## src/common/arcade_ctrl_pkg.sv

```systemverilog
// ----------------------------------------
// Shared types for the control-input path
// Key positions in the membrane vector
// Matrix scan and debounce timing
// ----------------------------------------

`default_nettype none

package arcade_ctrl_pkg;

	// ----------------------------------------
	// Control vectors, all active high
	// ----------------------------------------

	// Fire B, fire A, up, down, left, right
	typedef logic [5:0] joy_t;

	// Patrons, start 2, start 1, coin, fire B, fire A, up, down, left, right
	typedef logic [9:0] membrane_t;

	// Start 2, start 1, coin, fire B, fire A, up, down, left, right
	typedef logic [8:0] player_t;

	// Link payload, player 1 in the upper half
	typedef struct packed {
		player_t p1_word;
		player_t p2_word;
	} ctrl_pair_t;

	// ----------------------------------------
	// Membrane key positions
	// ----------------------------------------
	localparam int KEY_COIN    = 6;
	localparam int KEY_START1  = 7;
	localparam int KEY_START2  = 8;
	localparam int KEY_PATRONS = 9;

	// Keys 8 and 9 live on column 1 of rows 0 and 1
	localparam int MEMB_COL1_BASE = 8;
	localparam int MEMB_COL1_ROWS = 2;

	// ----------------------------------------
	// Matrix scan and filter timing
	// ----------------------------------------
	localparam int KEYB_ROWS = 8;
	localparam int KEYB_COLS = 7;
	localparam int SCAN_DWELL = 4;
	localparam int DEBOUNCE_CYCLES = 8;

	localparam int ROW_W = $clog2(KEYB_ROWS);
	localparam int DWELL_W = $clog2(SCAN_DWELL);
	localparam int DEBOUNCE_W = $clog2(DEBOUNCE_CYCLES + 1);

endpackage

`default_nettype wire

```

## src/ctrl_input/joy_mux_sampler.sv

```systemverilog
// ----------------------------------------
// Joystick port multiplexer
// Drives the select line, captures both ports
// ----------------------------------------

`default_nettype none

module joy_mux_sampler
	import arcade_ctrl_pkg::*;
(
	input  logic       btn_patrons_s,
	input  logic       arst_n_i,
	input  logic [5:0] joyp_n_i,
	output logic       joysel_o,
	output joy_t       joy1_raw_o,
	output joy_t       joy2_raw_o
);

	// Pins are active low, the vectors are active high
	joy_t port_sample;

	assign port_sample = ~joyp_n_i;

	// Select flips every cycle, both sockets share the pins
	always_ff @(posedge btn_patrons_s or negedge arst_n_i)
	begin
		if (!arst_n_i)
		begin
			joysel_o   <= 1'b0;
			joy1_raw_o <= '0;
			joy2_raw_o <= '0;
		end
		else
		begin
			joysel_o <= ~joysel_o;

			// Route by the select value seen while sampling
			if (!joysel_o)
			begin
				joy1_raw_o <= port_sample;
			end
			else
			begin
				joy2_raw_o <= port_sample;
			end
		end
	end

endmodule

`default_nettype wire

```

## src/ctrl_input/membrane_scanner.sv

```systemverilog
// ----------------------------------------
// Membrane keyboard matrix scanner
// Row drive, column sampling, key vector
// ----------------------------------------

`default_nettype none

module membrane_scanner
	import arcade_ctrl_pkg::*;
(
	input  logic                 btn_patrons_s,
	input  logic                 arst_n_i,
	input  logic [KEYB_COLS-1:0] keyb_col_i,
	output logic [KEYB_ROWS-1:0] keyb_row_o,
	output membrane_t            memb_raw_o
);

	logic [DWELL_W-1:0] dwell_q;
	logic [ROW_W-1:0]   row_q;
	logic               sample_now;
	logic               sweep_end;
	membrane_t          shadow_q;
	membrane_t          shadow_next;

	// Active row pulled low, all others high
	assign keyb_row_o = ~({{(KEYB_ROWS-1){1'b0}}, 1'b1} << row_q);

	assign sample_now = (dwell_q == DWELL_W'(SCAN_DWELL - 1));
	assign sweep_end  = sample_now && (row_q == ROW_W'(KEYB_ROWS - 1));

	// ----------------------------------------
	// Key placement for the current row
	// ----------------------------------------
	always_comb
	begin
		shadow_next = shadow_q;
		if (sample_now)
		begin
			// Column 0 carries key number equal to the row
			shadow_next[row_q] = ~keyb_col_i[0];

			// Column 1 only used on the first rows
			if (row_q < ROW_W'(MEMB_COL1_ROWS))
			begin
				shadow_next[MEMB_COL1_BASE + int'(row_q)] = ~keyb_col_i[1];
			end
		end
	end

	// Shadow vector of the sweep in progress
	always_ff @(posedge btn_patrons_s or negedge arst_n_i)
	begin
		if (!arst_n_i)
		begin
			shadow_q <= '0;
		end
		else
		begin
			shadow_q <= shadow_next;
		end
	end

	// ----------------------------------------
	// Dwell counter and row stepping
	// ----------------------------------------
	always_ff @(posedge btn_patrons_s or negedge arst_n_i)
	begin
		if (!arst_n_i)
		begin
			dwell_q    <= '0;
			row_q      <= '0;
			memb_raw_o <= '0;
		end
		else
		begin
			dwell_q <= sample_now ? '0 : dwell_q + 1'b1;

			if (sweep_end)
			begin
				row_q      <= '0;
				memb_raw_o <= shadow_next;
			end
			else if (sample_now)
			begin
				row_q <= row_q + 1'b1;
			end
		end
	end

	// Exactly one row driven at any time
	a_one_row_low: assert property (@(posedge btn_patrons_s) disable iff (!arst_n_i)
		$onehot(~keyb_row_o));

endmodule

`default_nettype wire

```

## src/debounce_filter.sv

```systemverilog
// ----------------------------------------
// Stability filter for button vectors
// One debounce length for every payload
// ----------------------------------------

`default_nettype none

module debounce_filter
	import arcade_ctrl_pkg::*;
#(
	parameter type payload_t = logic
)
(
	input  logic     btn_patrons_s,
	input  logic     arst_n_i,
	input  payload_t raw_i,
	output payload_t clean_o
);

	payload_t              raw_q;
	logic [DEBOUNCE_W-1:0] stable_q;
	logic [DEBOUNCE_W-1:0] stable_next;

	// Count of consecutive cycles with the same input value
	always_comb
	begin
		if (raw_i != raw_q)
		begin
			// First cycle of a new value
			stable_next = DEBOUNCE_W'(1);
		end
		else if (stable_q != DEBOUNCE_W'(DEBOUNCE_CYCLES))
		begin
			stable_next = stable_q + 1'b1;
		end
		else
		begin
			stable_next = stable_q;
		end
	end

	always_ff @(posedge btn_patrons_s or negedge arst_n_i)
	begin
		if (!arst_n_i)
		begin
			raw_q    <= '0;
			stable_q <= '0;
			clean_o  <= '0;
		end
		else
		begin
			raw_q    <= raw_i;
			stable_q <= stable_next;

			// Held long enough, follow the input
			if (stable_next == DEBOUNCE_W'(DEBOUNCE_CYCLES))
			begin
				clean_o <= raw_i;
			end
		end
	end

endmodule

`default_nettype wire

```

## src/control_merge.sv

```systemverilog
// ----------------------------------------
// Player word merge and toggle settings
// Patrons overlay and scan-doubler enable
// ----------------------------------------

`default_nettype none

module control_merge
	import arcade_ctrl_pkg::*;
(
	input  logic       btn_patrons_s,
	input  logic       arst_n_i,
	input  joy_t       joy1_i,
	input  joy_t       joy2_i,
	input  membrane_t  memb_i,
	input  logic       multiface_i,
	output ctrl_pair_t pair_word_o,
	output logic       patrons_o,
	output logic       scandbl_o
);

	player_t    p1_merged;
	player_t    p2_merged;
	logic       patrons_key_q;
	logic       multiface_q;
	logic       patrons_rise;
	logic       multiface_rise;

	// ----------------------------------------
	// Player words
	// ----------------------------------------

	// Membrane directions and fire keys act as a second player 1 stick
	assign p1_merged = {memb_i[KEY_START2], memb_i[KEY_START1], memb_i[KEY_COIN],
		joy1_i | memb_i[5:0]};

	// No coin or start keys for player 2
	assign p2_merged = {3'b000, joy2_i};

	assign patrons_rise   = memb_i[KEY_PATRONS] && !patrons_key_q;
	assign multiface_rise = multiface_i && !multiface_q;

	always_ff @(posedge btn_patrons_s or negedge arst_n_i)
	begin
		if (!arst_n_i)
		begin
			pair_word_o <= '0;
		end
		else
		begin
			pair_word_o.p1_word <= p1_merged;
			pair_word_o.p2_word <= p2_merged;
		end
	end

	// ----------------------------------------
	// Toggle settings
	// ----------------------------------------
	always_ff @(posedge btn_patrons_s or negedge arst_n_i)
	begin
		if (!arst_n_i)
		begin
			patrons_key_q <= 1'b0;
			multiface_q   <= 1'b0;
			patrons_o     <= 1'b0;
			scandbl_o     <= 1'b0;
		end
		else
		begin
			patrons_key_q <= memb_i[KEY_PATRONS];
			multiface_q   <= multiface_i;

			// One flip per press
			if (patrons_rise)
			begin
				patrons_o <= ~patrons_o;
			end
			if (multiface_rise)
			begin
				scandbl_o <= ~scandbl_o;
			end
		end
	end

endmodule

`default_nettype wire

```

## src/ctrl_output/ctrl_word_sender.sv

```systemverilog
// ----------------------------------------
// Four-phase req/ack sender
// Sends only words that changed
// ----------------------------------------

`default_nettype none

module ctrl_word_sender
	import arcade_ctrl_pkg::*;
(
	input  logic       btn_patrons_s,
	input  logic       arst_n_i,
	input  ctrl_pair_t pair_word_i,
	input  logic       ctrl_ack_i,
	output logic       ctrl_req_o,
	output ctrl_pair_t ctrl_data_o
);

	typedef enum logic [1:0] {
		ST_IDLE,
		ST_LATCH,
		ST_REQ,
		ST_ACK_LOW
	} state_t;

	state_t     state_q;
	ctrl_pair_t sent_q;

	// The latched word is both the payload and the last word sent
	assign ctrl_data_o = sent_q;
	assign ctrl_req_o  = (state_q == ST_REQ);

	always_ff @(posedge btn_patrons_s or negedge arst_n_i)
	begin
		if (!arst_n_i)
		begin
			state_q <= ST_IDLE;
			sent_q  <= '0;
		end
		else
		begin
			case (state_q)
				ST_IDLE:
				begin
					// Only the value present right now, nothing queued
					if (pair_word_i != sent_q)
					begin
						sent_q  <= pair_word_i;
						state_q <= ST_LATCH;
					end
				end
				ST_LATCH:
				begin
					state_q <= ST_REQ;
				end
				ST_REQ:
				begin
					if (ctrl_ack_i)
					begin
						state_q <= ST_ACK_LOW;
					end
				end
				ST_ACK_LOW:
				begin
					// Core must release ack before the next word
					if (!ctrl_ack_i)
					begin
						state_q <= ST_IDLE;
					end
				end
				default:
				begin
					state_q <= ST_IDLE;
				end
			endcase
		end
	end

	// ----------------------------------------
	// Handshake rules
	// ----------------------------------------
	a_data_stable: assert property (@(posedge btn_patrons_s) disable iff (!arst_n_i)
		ctrl_req_o && $past(ctrl_req_o) |-> $stable(ctrl_data_o));

	a_req_fall_acked: assert property (@(posedge btn_patrons_s) disable iff (!arst_n_i)
		$fell(ctrl_req_o) |-> $past(ctrl_ack_i));

endmodule

`default_nettype wire

```

## src/arcade_ctrl_top.sv

```systemverilog
// ----------------------------------------
// Control-input subsystem top level
// Sampling, debounce, merge and link
// ----------------------------------------

`default_nettype none

module arcade_ctrl_top
	import arcade_ctrl_pkg::*;
(
	input  logic                 btn_patrons_s,
	input  logic                 arst_n_i,
	input  logic [5:0]           joyp_n_i,
	output logic                 joysel_o,
	input  logic [KEYB_COLS-1:0] keyb_col_i,
	output logic [KEYB_ROWS-1:0] keyb_row_o,
	input  logic                 btn_multiface_n_i,
	output logic                 ctrl_req_o,
	input  logic                 ctrl_ack_i,
	output ctrl_pair_t           ctrl_data_o,
	output logic                 patrons_o,
	output logic                 scandbl_o
);

	joy_t       joy1_raw;
	joy_t       joy2_raw;
	joy_t       joy1;
	joy_t       joy2;
	membrane_t  memb_raw;
	membrane_t  memb;
	logic [1:0] multiface_sync;
	logic       multiface;
	ctrl_pair_t pair_word;

	// ----------------------------------------
	// Input side
	// ----------------------------------------
	joy_mux_sampler u_joy_mux (
		.btn_patrons_s (btn_patrons_s),
		.arst_n_i      (arst_n_i),
		.joyp_n_i      (joyp_n_i),
		.joysel_o      (joysel_o),
		.joy1_raw_o    (joy1_raw),
		.joy2_raw_o    (joy2_raw)
	);

	membrane_scanner u_membrane (
		.btn_patrons_s (btn_patrons_s),
		.arst_n_i      (arst_n_i),
		.keyb_col_i    (keyb_col_i),
		.keyb_row_o    (keyb_row_o),
		.memb_raw_o    (memb_raw)
	);

	// Multiface button is asynchronous to the board clock
	always_ff @(posedge btn_patrons_s or negedge arst_n_i)
	begin
		if (!arst_n_i)
		begin
			multiface_sync <= 2'b00;
		end
		else
		begin
			multiface_sync <= {multiface_sync[0], ~btn_multiface_n_i};
		end
	end

	// ----------------------------------------
	// Debounce and merge
	// ----------------------------------------
	debounce_filter #(.payload_t(joy_t)) u_deb_joy1 (
		.btn_patrons_s (btn_patrons_s),
		.arst_n_i      (arst_n_i),
		.raw_i         (joy1_raw),
		.clean_o       (joy1)
	);

	debounce_filter #(.payload_t(joy_t)) u_deb_joy2 (
		.btn_patrons_s (btn_patrons_s),
		.arst_n_i      (arst_n_i),
		.raw_i         (joy2_raw),
		.clean_o       (joy2)
	);

	debounce_filter #(.payload_t(membrane_t)) u_deb_memb (
		.btn_patrons_s (btn_patrons_s),
		.arst_n_i      (arst_n_i),
		.raw_i         (memb_raw),
		.clean_o       (memb)
	);

	debounce_filter #(.payload_t(logic)) u_deb_multiface (
		.btn_patrons_s (btn_patrons_s),
		.arst_n_i      (arst_n_i),
		.raw_i         (multiface_sync[1]),
		.clean_o       (multiface)
	);

	control_merge u_merge (
		.btn_patrons_s (btn_patrons_s),
		.arst_n_i      (arst_n_i),
		.joy1_i        (joy1),
		.joy2_i        (joy2),
		.memb_i        (memb),
		.multiface_i   (multiface),
		.pair_word_o   (pair_word),
		.patrons_o     (patrons_o),
		.scandbl_o     (scandbl_o)
	);

	// ----------------------------------------
	// Output side
	// ----------------------------------------
	ctrl_word_sender u_sender (
		.btn_patrons_s (btn_patrons_s),
		.arst_n_i      (arst_n_i),
		.pair_word_i   (pair_word),
		.ctrl_ack_i    (ctrl_ack_i),
		.ctrl_req_o    (ctrl_req_o),
		.ctrl_data_o   (ctrl_data_o)
	);

endmodule

`default_nettype wire

```

## config.mk

```make
export PLATFORM = sky130hd
export DESIGN_NAME = arcade_ctrl_top
export DESIGN_NICKNAME = d
export VERILOG_FILES = /design/src/common/arcade_ctrl_pkg.sv /design/src/ctrl_input/joy_mux_sampler.sv /design/src/ctrl_input/membrane_scanner.sv /design/src/debounce_filter.sv /design/src/control_merge.sv /design/src/ctrl_output/ctrl_word_sender.sv /design/src/arcade_ctrl_top.sv
export SDC_FILE = /design/constraint.sdc
export NUM_CORES = 1
export LEC_CHECK = 0
export ABC_AREA = 1
export BUFFER_PORTS_ARGS = -buffer_cell sky130_fd_sc_hd__buf_2
export CAP_MARGIN = 0
export CORE_MARGIN = 10
export CORE_UTILIZATION = 54
export DETAILED_ROUTE_END_ITERATION = 12
export HOLD_SLACK_MARGIN = 0.1
export MAX_ROUTING_LAYER = met4
export PLACE_DENSITY = 0.75
export REMOVE_ABC_BUFFERS = 1
export SETUP_SLACK_MARGIN = 0.5
export SLEW_MARGIN = 20
export SYNTH_ARGS = -nofsm -noshare
export SYNTH_HDL_FRONTEND = slang
export SYNTH_HIERARCHICAL = 1
export SYNTH_SLANG_ARGS = --single-unit
```

## constraint.sdc

```tcl
create_clock -name btn_patrons_s -period 1.6 [get_ports btn_patrons_s]
set_clock_uncertainty 0.2 [all_clocks]
set_input_delay 0 -clock btn_patrons_s [delete_from_list [all_inputs] [get_ports btn_patrons_s]]
set_output_delay 0 -clock btn_patrons_s [all_outputs]
set_load 0.03 [all_outputs]
```

; After elaboration in Yosys (flattened, before gate mapping)
; Cells that the tools add are included.
[totals]
reg_bits = 138
in_bits = 17
output_inout_bits = 30
word_cells = 106
[classes]
addsub = 7
n_lt_le_gt_ge = 5
eq_ne = 21
shift = 1
mux = 23
bitwise = 9
n_reduce_logical = 11
[op_table]
columns = op, n
row1 = "32-bit by 1-bit greater-or-equal comparator with 1-bit output, second input constant", 1
row2 = "32-bit by 6-bit < comparator with 1-bit output, second input constant", 1
row3 = 4-bit 2-to-1 mux, 8
row4 = 10-bit bitwise mux, 2
row5 = 10-bit 2-to-1 mux, 2
row6 = "4-bit by 1-bit adder with 4-bit output, second input constant", 4
row7 = "4-bit == test, second input constant", 4
row8 = "4-bit inequality test, second input constant", 4
row9 = 15-bit inequality test, 1
row10 = 6-bit inequality test, 2
row11 = 10-bit inequality test, 1
row12 = 2-bit 2-to-1 mux, 4
row13 = 8-bit inverter, 1
row14 = 2-bit case mux with 4 select lines, 1
row15 = "1-bit by 3-bit << shifter with 8-bit output, first input constant", 1
row16 = "2-bit == test, second input constant", 3
row17 = 3-bit 2-to-1 mux, 2
row18 = 1-bit inverter, 6
row19 = 6-bit inverter, 1
row20 = 6-bit OR, 1
row21 = "4-bit by 3-bit adder with 5-bit output, first input constant", 1
row22 = 1-bit logical AND, 5
row23 = "3-bit by 5-bit < comparator with 1-bit output, second input constant", 1
row24 = 1-bit demux with 4-bit select, 1
row25 = 16 further kinds, 19

; Depth between registers and ports, before layout
; Gate-level depths: netlist of the first run.
[logic_depth]
word_depth = 8
ltp_mapped = 12
ltp_nobuf = 10

; By module
; Netlist of the first run, hierarchy kept.
[by_module_without_submodules]
columns = module, instances, cells_each, area_per_inst_um2
row1 = ctrl_word_sender, 1, 165, 1327.5
row2 = membrane_scanner, 1, 144, 1202.4
row3 = debounce_filter (u_deb_memb), 1, 137, 1171.1
row4 = debounce_filter (u_deb_joy1), 1, 83, 784.5
row5 = debounce_filter (u_deb_joy2), 1, 86, 782.0
row6 = control_merge, 1, 41, 586.8
row7 = joy_mux_sampler, 1, 52, 518.0
row8 = debounce_filter (u_deb_multiface), 1, 41, 335.3
row9 = arcade_ctrl_top, 1, 3, 53.8

; Worst setup path before layout of the first run
; OpenSTA, ideal clock, no wires.
[synth_timing]
path_kind = reg-to-reg
startpoint = register u_sender.sent_q (netlist bit u_sender/ctrl_data_o[15])
endpoint = register u_sender.sent_q (netlist bit u_sender/ctrl_data_o[11])
setup_ns = 0.074
arrival_time_ns = 1.444
path_slack_ns = -0.117
path_stages_with_launch = 12
period_less_slack_ns = 1.717
path_cell_list = dfrtp_1 -> inv_1 -> nand2_1 -> nand2_1 -> nor2_1 -> nand2_1 -> nor2_4 -> nand3_4 -> nand2_8 -> buf_12 -> nand2_1 -> o21ai_2
[synth_between]
elab_chain_len = 2
[synth_lines]
columns = item, line_no
row1 = from (decl), ctrl_word_sender.sv:27  ; ctrl_pair_t sent_q;
row2 = from (signal assigned), ctrl_word_sender.sv:48  ; sent_q <= pair_word_i;
row3 = 15-bit inequality test, ctrl_word_sender.sv:46  ; if (pair_word_i != sent_q)
row4 = 2-bit AND reduction (no source line), -
; No other way between the ends.
; A chain may end at the register's enable or synchronous reset.

; Final worst setup path of the first run
[layout_timing]
startpoint = register u_sender.sent_q (netlist bit u_sender/ctrl_data_o[10])
endpoint = register u_sender.sent_q (netlist bit u_sender/ctrl_data_o[15])
; The elaborated chain is that of the path after synthesis.

==> impl_results.rst, run 1 <==
.. list-table::
   :header-rows: 1

   * - Metric
     - Value
   * - Number of filler cells placed in the layout
     - 539
   * - Post-synth EDFFs
     - 0
   * - Die outline area
     - 0.0174 mm²
   * - RSZ-0062 raised after global routing
     - yes
   * - Largest fanout on the critical path
     - 8
   * - Yosys reg bits
     - roughly 140
   * - Number of buffers inserted during clock tree synthesis
     - 17
   * - Avg Synthesized Cell Area
     - 8.99 µm²
   * - Worst Setup End Kind
     - flip-flop
   * - Sequential cell area
     - 0.00354 mm²
   * - Overall routed net length
     - ~22 mm
   * - Crit Path Class
     - reg2reg
   * - MaxCap Viol Count
     - 0
   * - Fraction of layout cells with a size suffix above 1
     - 53.3%
   * - Leakage Power
     - 5.18 nW
   * - Fmax achieved
     - 520 MHz
   * - Detail-routed via count per cell
     - 5.37
   * - Commonest non-fill, non-tap cell in the layout
     - sky130_fd_sc_hd__nand2_1
   * - Number of placed cells counting well taps
     - just over 1000
   * - Total design power
     - around 12 mW
   * - Starting density of the core
     - 55.6%
   * - Final period util
     - 120%
   * - Footprint of the multi-input gates
     - 0.00365 mm²
   * - Total power per unit cell area
     - approximately 1100 mW/mm²
   * - First-pass GRT wire length
     - 28.6 mm
   * - Post-Layout Cell Count
     - 1164
   * - Status
     - finished with violations
   * - Iteration-0 DRC count of the detailed router
     - 526
   * - Type of origin of the critical path
     - flip-flop
   * - Most instantiated flip-flop cell in the synthesis netlist
     - sky130_fd_sc_hd__dfrtp_1
   * - Remaining DRCs
     - 0
   * - Cell area after layout
     - 0.0106 mm²
   * - GR Util met1
     - 21.8%
   * - Path category of the worst min-delay check
     - in2async
   * - Post-place instance area
     - 0.00752 mm²
   * - Post-Syn Area
     - 0.00676 mm²
   * - Global route overflow
     - 0
   * - Number of antenna violations at the first check in global routing
     - 0
   * - Hold_ws
     - -0.142 ns
   * - Critical path data required time
     - 1.75 ns
   * - All-Layer GR Usage
     - about a fifth
   * - Synth Instances
     - 752
   * - Placeable core region
     - 0.0122 mm²
   * - Clock transition at path regs
     - about 0.070 ns
   * - Worst slack after detailed placement
     - -0.179 ns
   * - Ys async rst share
     - 100%
   * - Routed Antenna Nets
     - 0
   * - H-Tree Depth
     - 4
   * - Max Buffers Root-to-Sink
     - 2
   * - Met2 GRT Util
     - 35.5%
   * - Layout Area Growth over Synthesis
     - 56.3%
   * - TritonCTS sink count
     - 141
   * - Ys Warns
     - 6
   * - HPWL after detailed placement
     - 9.44 mm
   * - Via Count
     - approximately 6300
   * - CP Data Arrival Time
     - 2.08 ns
   * - Number of detailed-routing iterations run before antenna repair
     - 7
   * - Largest net degree at the start of global routing
     - 44
   * - Number of distinct library cells after synthesis
     - 39
   * - Highest-utilization routing layer at the global route stage
     - met2
   * - Chip Height
     - 132 µm
   * - Clock network latency to the later pin of the worst-skew pair
     - 0.44 ns
   * - Share of the yosys chip area belonging to registers
     - 52.2%
   * - Number of rows in the core area
     - 40
   * - Final critical path time including I/O delays and setup
     - 1.92 ns
   * - Number of max-slew violations in the final report
     - 0
   * - Post-layout net count
     - around 1000
   * - Count of buffers inserted at the top-level ports
     - around 40
   * - Setup ws final
     - -0.322 ns
   * - Diode count
     - 0
   * - CTS tree
     - yes
   * - Cell at the root of the clock tree
     - sky130_fd_sc_hd__clkbuf_16
   * - Die width
     - between 100 and 150 µm
   * - Commonest cells after routing, fill and taps aside
     - 153 x sky130_fd_sc_hd__nand2_1, 131 x sky130_fd_sc_hd__dfrtp_1, 101 x sky130_fd_sc_hd__buf_4
   * - GR Util met3
     - 4.65%
   * - Final count of negative-setup-slack endpoints
     - 66
   * - Detailed-route wire length per cell
     - between 15 and 20 µm
   * - Final RePlAce weighted congestion
     - 0.846
   * - Violations in the final reports
     - hold timing, setup timing
   * - Number of global-route vias before repair
     - just over 6000
   * - Boundary pin count
     - 47
   * - Final hold viol count
     - 37
   * - Worst IR Drop VDD
     - 0.822 mV
==> cells by family (layout without fill, tap and decap cells) <==
group                    after synthesis  after routing  synth area share, %
AO/OA/AOI/OAI                         25             25                 2.85
buffers and inverters                139            375                 9.23
multiplexers                           1              1                0.148
adder cells (fa/ha/maj)               19             19                 3.52
other                                  1              3               0.0555
AND/OR/NAND/NOR                      410            416                 29.6
XOR/XNOR                              16             16                 2.46
flip-flops                           141            141                 52.2
==> registers in the layout (all words and copies together), names as in the netlist, 2 cells and up <==
name	cells
u_joy_mux/joy2_raw_o	6
u_deb_memb/stable_q	4
u_deb_multiface/stable_q	4
u_deb_joy1/raw_q	6
u_deb_joy1/stable_q	4
u_membrane/dwell_q	2
u_deb_memb/clean_o	10
u_joy_mux/joy1_raw_o	6
u_membrane/shadow_q	10
multiface_sync	2
u_deb_joy1/clean_o	6
u_membrane/memb_raw_o	10
u_merge/pair_word_o	15
u_membrane/row_q	3
u_deb_joy2/raw_q	6
u_sender/state_q	2
u_deb_memb/raw_q	10
u_sender/ctrl_data_o	18
u_deb_joy2/clean_o	6
u_deb_joy2/stable_q	4
==> metal layers <==
layer  wire, µm  part of all wire (%)
met4        916                   4.2
met2      11800                    55
met3       1080                   5.0
met5          0                     0
met1       7770                    36
==> Yosys cell counts (4+ instances only) <==
cell type                 number  share of area [%]
sky130_fd_sc_hd__or2_1         6               0.56
sky130_fd_sc_hd__nor2_4        9                1.5
sky130_fd_sc_hd__nand2_1     248                 14
sky130_fd_sc_hd__nand3_2       5               0.74
sky130_fd_sc_hd__xnor2_1      11                1.4
sky130_fd_sc_hd__inv_2        12               0.67
sky130_fd_sc_hd__and2_1        5               0.46
sky130_fd_sc_hd__dfrtp_1     141                 52
sky130_fd_sc_hd__nand3_1      40                3.0
sky130_fd_sc_hd__buf_12        4                1.2
sky130_fd_sc_hd__inv_1       111                6.2
sky130_fd_sc_hd__nor2_1       21                1.2
sky130_fd_sc_hd__o21ai_2      17                2.2
sky130_fd_sc_hd__nand2_2      23                2.1
sky130_fd_sc_hd__nand4_1      29                2.7
sky130_fd_sc_hd__nor2_2       12                1.1
sky130_fd_sc_hd__ha_1         19                3.5
==> worst paths after layout <==
check | start | to | slack [ns] | cells after the start
min | arst_n_i | u_deb_joy1/stable_q[3]$_DFF_PN0_ | -0.14 | 2
min reg2reg | multiface_sync[0]$_DFF_PN0_ | multiface_sync[1]$_DFF_PN0_ | 0.15 | 0
min in group btn_patrons_s | joyp_n_i[0] | u_joy_mux/joy1_raw_o[0]$_DFFE_PN0N_ | 0.08 | 3
max in group asynchronous | arst_n_i | u_deb_memb/stable_q[1]$_DFF_PN0_ | 0.74 | 3
max reg2reg | u_sender/ctrl_data_o[10]$_DFFE_PN0P_ | u_sender/ctrl_data_o[15]$_DFFE_PN0P_ | -0.32 | 8
max | u_sender/ctrl_data_o[10]$_DFFE_PN0P_ | u_sender/ctrl_data_o[15]$_DFFE_PN0P_ | -0.32 | 8
==> stage by stage <==
| stage | setup TNS [ns] | hold slack (ns) | utilization, % |
|---|---|---|---|
| 6_report | -11.63 | -0.142 | 86.9 |
| 5_1_grt | -14.12 | -0.118 | 86.9 |
| 4_1_cts | -3.83 | -0.145 | 78.4 |
| 3_5_place_dp | -4.32 | -0.264 | 61.8 |
| 3_3_place_gp | -1.51 | -0.265 | 61.8 |
| 2_1_floorplan | -5.14 | -0.496 | - |
==> power breakdown <==
group	internal [mW]	switching (mW)	total, mW	leakage [nW]
logic	1.66	2.02	3.68	3.25
clock network	2.40	1.52	3.92	0.280
registers	3.87	0.295	4.16	1.65
total	7.92	3.84	11.8	5.18
==> final cells by class <==
type,count,share of cell area (%)
repair inverters,1,0.154
inverters,125,4.97
clock buffers,24,4.56
multi-input cells,480,34.5
flip-flops and latches,141,33.5
clock inverters,7,0.829
repair buffers,218,19.5
well taps,168,1.99
==> worst max-delay path, stage by stage (launching register included) <==
cell and delay (ns):
sky130_fd_sc_hd__dfrtp_1 0.41, sky130_fd_sc_hd__xor2_1 0.19, sky130_fd_sc_hd__nor2_2 0.18, sky130_fd_sc_hd__nand2_2 0.09, sky130_fd_sc_hd__nor2_4 0.15, sky130_fd_sc_hd__nand3_4 0.25, sky130_fd_sc_hd__nand2_8 0.23, sky130_fd_sc_hd__nand2_2 0.08
sky130_fd_sc_hd__o21ai_2 0.07
==> repair_timing <==
item | in CTS | in global routing
pin swaps | 55 | 80
hold buffers | 12 | 1
endpoints found under the hold margin | 176 | 38
endpoints found under the setup margin | 118 | 125
resized for setup | 239 | 184
setup buffers | 57 | 46
cloned | 8 | 2
Power figures use the tool's default switching activity.
==> run 2: changes to the inputs <==
CORE_MARGIN = 5   (was 10)
==> impl_results.rst, run 2 (same netlist as run 1, synthesis figures left out) <==
.. list-table::
   :header-rows: 1

   * - Metric
     - Value
   * - Status
     - finished with violations (unchanged)
   * - Violations in the final reports
     - hold timing, setup timing (unchanged)
   * - Detailed-route wire length per cell
     - 17.8 µm (was 18.5 µm)
   * - Layout Area Growth over Synthesis
     - 51.6% (was 56.3%)
   * - Count of buffers inserted at the top-level ports
     - 41 (unchanged)
   * - Final Util
     - 84.3% (was 86.9%)
   * - Number of rows in the core area
     - 40 (unchanged)
   * - Boundary pin count
     - 47 (unchanged)
   * - Overall routed net length
     - 20.3 mm (was 21.6 mm)
   * - Clock transition at path regs
     - 0.06 ns (was 0.07 ns)
   * - CP Data Arrival Time
     - 1.94 ns (was 2.08 ns)
   * - Via Count
     - 6017 (was 6250)
   * - Detailed-route wire length on metal 1
     - 7.37 mm (was 7.77 mm)
   * - Placeable core region
     - 0.0122 mm² (unchanged)
   * - Number of detailed-routing iterations run before antenna repair
     - 5 (was 7)
   * - Type of origin of the critical path
     - flip-flop (unchanged)
   * - Final count of negative-setup-slack endpoints
     - 67 (was 66)
   * - Number of placed cells counting well taps
     - 1007 (was 1008)
   * - Post-Layout Cell Count
     - 1137 (was 1164)
   * - Number of buffers inserted during clock tree synthesis
     - 17 (unchanged)
   * - Hold_ws
     - -0.0950 ns (was -0.142 ns)
   * - Worst IR Drop VDD
     - 0.759 mV (was 0.822 mV)
   * - Number of max-slew violations in the final report
     - 0 (unchanged)
   * - Setup ws final
     - -0.238 ns (was -0.322 ns)
   * - Post-route setup TNS
     - -9.91 ns (was -11.63 ns)
   * - Final RePlAce weighted congestion
     - 0.822 (was 0.846)
   * - Met2 routed wirelength
     - 11.2 mm (was 11.8 mm)
   * - Cell at the root of the clock tree
     - sky130_fd_sc_hd__clkbuf_16 (unchanged)
   * - CTS tree
     - yes (unchanged)
   * - HPWL after detailed placement
     - 9.11 mm (was 9.44 mm)
   * - Clock network latency to the later pin of the worst-skew pair
     - 0.42 ns (was 0.44 ns)
   * - All-Layer GR Usage
     - 25.5% (was 20.5%)
   * - Global route overflow
     - 0 (unchanged)
   * - Fmax achieved
     - 544 MHz (was 520 MHz)
   * - Hold buffers post-CTS
     - 12 (unchanged)
   * - Die width
     - 122 µm (was 132 µm)
   * - Largest fanout on the critical path
     - 6 (was 8)
   * - Largest net degree at the start of global routing
     - 50 (was 44)
   * - Diode count
     - 0 (unchanged)
   * - Origin of the critical flop-to-flop path
     - u_deb_joy2/stable_q[0]$_DFF_PN0_ (was u_sender/ctrl_data_o[10]$_DFFE_PN0P_)
   * - Number of cell instances on the worst register-to-register path
     - 9 (was 8)
   * - Commonest non-fill, non-tap cell in the layout
     - sky130_fd_sc_hd__nand2_1 (unchanged)
   * - Final period util
     - 115% (was 120%)
   * - Post-layout net count
     - 994 (was 1020)
   * - TritonCTS sink count
     - 141 (unchanged)
   * - Highest Signal Layer
     - met4 (unchanged)
   * - Chip Height
     - 122 µm (was 132 µm)
   * - First-pass GRT wire length
     - 28.9 mm (was 28.6 mm)
   * - Routed Antenna Nets
     - 0 (unchanged)
   * - Critical path data required time
     - 1.70 ns (was 1.75 ns)
   * - MaxCap Viol Count
     - 0 (unchanged)
   * - Remaining DRCs
     - 0 (unchanged)
   * - Final critical path time including I/O delays and setup
     - 1.84 ns (was 1.92 ns)
   * - Total power per unit cell area
     - 1110 mW/mm² (about the same)
   * - Crit Path Class
     - reg2reg (unchanged)
   * - H-Tree Depth
     - 4 (unchanged)
   * - Wire length on met3
     - 826 µm (was 1.08 mm)
   * - Path category of the worst min-delay check
     - in2async (unchanged)
   * - Number of antenna violations at the first check in global routing
     - 0 (unchanged)
   * - Leakage Power
     - 5.02 nW (was 5.18 nW)
   * - Worst slack after detailed placement
     - -0.176 ns (was -0.179 ns)
   * - Max Buffers Root-to-Sink
     - 2 (unchanged)
   * - Commonest cells after routing, fill and taps aside
     - 170 x sky130_fd_sc_hd__nand2_1, 136 x sky130_fd_sc_hd__dfrtp_1, 87 x sky130_fd_sc_hd__inv_1 (was 153 x sky130_fd_sc_hd__nand2_1, 131 x sky130_fd_sc_hd__dfrtp_1, 101 x sky130_fd_sc_hd__buf_4)
   * - Final hold viol count
     - 46 (was 37)
   * - RSZ-0062 raised after global routing
     - yes (unchanged)
   * - Detail-routed via count per cell
     - 5.29 (was 5.37)
   * - Starting density of the core
     - 55.6% (unchanged)
   * - Number of global-route vias before repair
     - 6172 (was 6091)
   * - Critical path origin
     - u_deb_joy2/stable_q[0]$_DFF_PN0_ (was u_sender/ctrl_data_o[10]$_DFFE_PN0P_)
   * - Iteration-0 DRC count of the detailed router
     - 461 (was 526)
   * - Largest register FFs
     - 18 (unchanged)
   * - Fraction of layout cells with a size suffix above 1
     - 49.6% (was 53.3%)
   * - Worst Setup End Kind
     - flip-flop (unchanged)
   * - Die outline area
     - 0.0149 mm² (was 0.0174 mm²)
-- run 2: cell types whose count changed in the layout (fill, tap and decap cells not counted), sizes merged --
cell and delta:
clkinv +1, clkbuf -1, buf -27, dlygate4sd3 -1
inv +1
-- run 2: worst paths after layout --
path / to / slack (ns)
setup / recovery: u_deb_joy2/clean_o[4]$_DFFE_PN0N_ / -0.24
hold / removal: u_membrane/row_q[2]$_DFFE_PN0P_ / -0.1
max in group asynchronous: u_deb_joy2/stable_q[1]$_DFF_PN0_ / 0.70
hold reg to reg: multiface_sync[1]$_DFF_PN0_ / 0.15
setup reg to reg: u_deb_joy2/clean_o[4]$_DFFE_PN0N_ / -0.24
min in group btn_patrons_s: multiface_sync[0]$_DFF_PN0_ / 0.06
-- run 2: through the flow --
| stage | total power, mW | instance area [µm²] |
|---|---|---|
| finish | 11.4 | 10200 |
| global route | 11.8 | 10200 |
| CTS | 10.9 | 9540 |
| detailed placement | 6.42 | 7510 |
| global placement | 6.30 | 7510 |
| floorplan | 5.62 | 6610 |
-- run 2: metal layers --
metal  track usage, %  vias to the layer above
met5                -                        -
met4             11.3                        0
met3             5.11                       79
met2             44.8                      206
met1             28.1                     2989
li1                 -                     2743
-- run 2: area by class of cell --
cell class | instances | area, µm²
fill | 613 | 1910
timing repair buffer | 191 | 1830
clock buffer | 22 | 464
tap | 168 | 210
sequential | 141 | 3530
multi-input combinational | 480 | 3580
timing repair inverter | 2 | 20.0
inverter | 125 | 512
clock inverter | 8 | 92.6
-- run 2: what timing repair did --
item / in CTS / in global routing
setup buffers: 49 / 29
setup endpoints to repair: 111 / 123
hold endpoints to repair: 176 / 47
cloned: 10 / 1
pin swaps: 73 / 77
resized for setup: 247 / 131
-- run 2: worst max-delay path, stage by stage (launching register included) --
cell	delay, ns
sky130_fd_sc_hd__dfrtp_1	0.41
sky130_fd_sc_hd__inv_2	0.15
sky130_fd_sc_hd__ha_4	0.20
sky130_fd_sc_hd__nand3_4	0.11
sky130_fd_sc_hd__nand2_4	0.10
sky130_fd_sc_hd__nand2_4	0.05
sky130_fd_sc_hd__nor2_4	0.16
sky130_fd_sc_hd__nand3_4	0.17
sky130_fd_sc_hd__nand2_2	0.12
sky130_fd_sc_hd__nand2_1	0.06
-- run 2: power by group --
| part | switching, mW | internal (mW) |
|---|---|---|
| Clock | 1.46 | 2.34 |
| Sequential | 0.285 | 3.87 |
| Combinational | 1.90 | 1.52 |
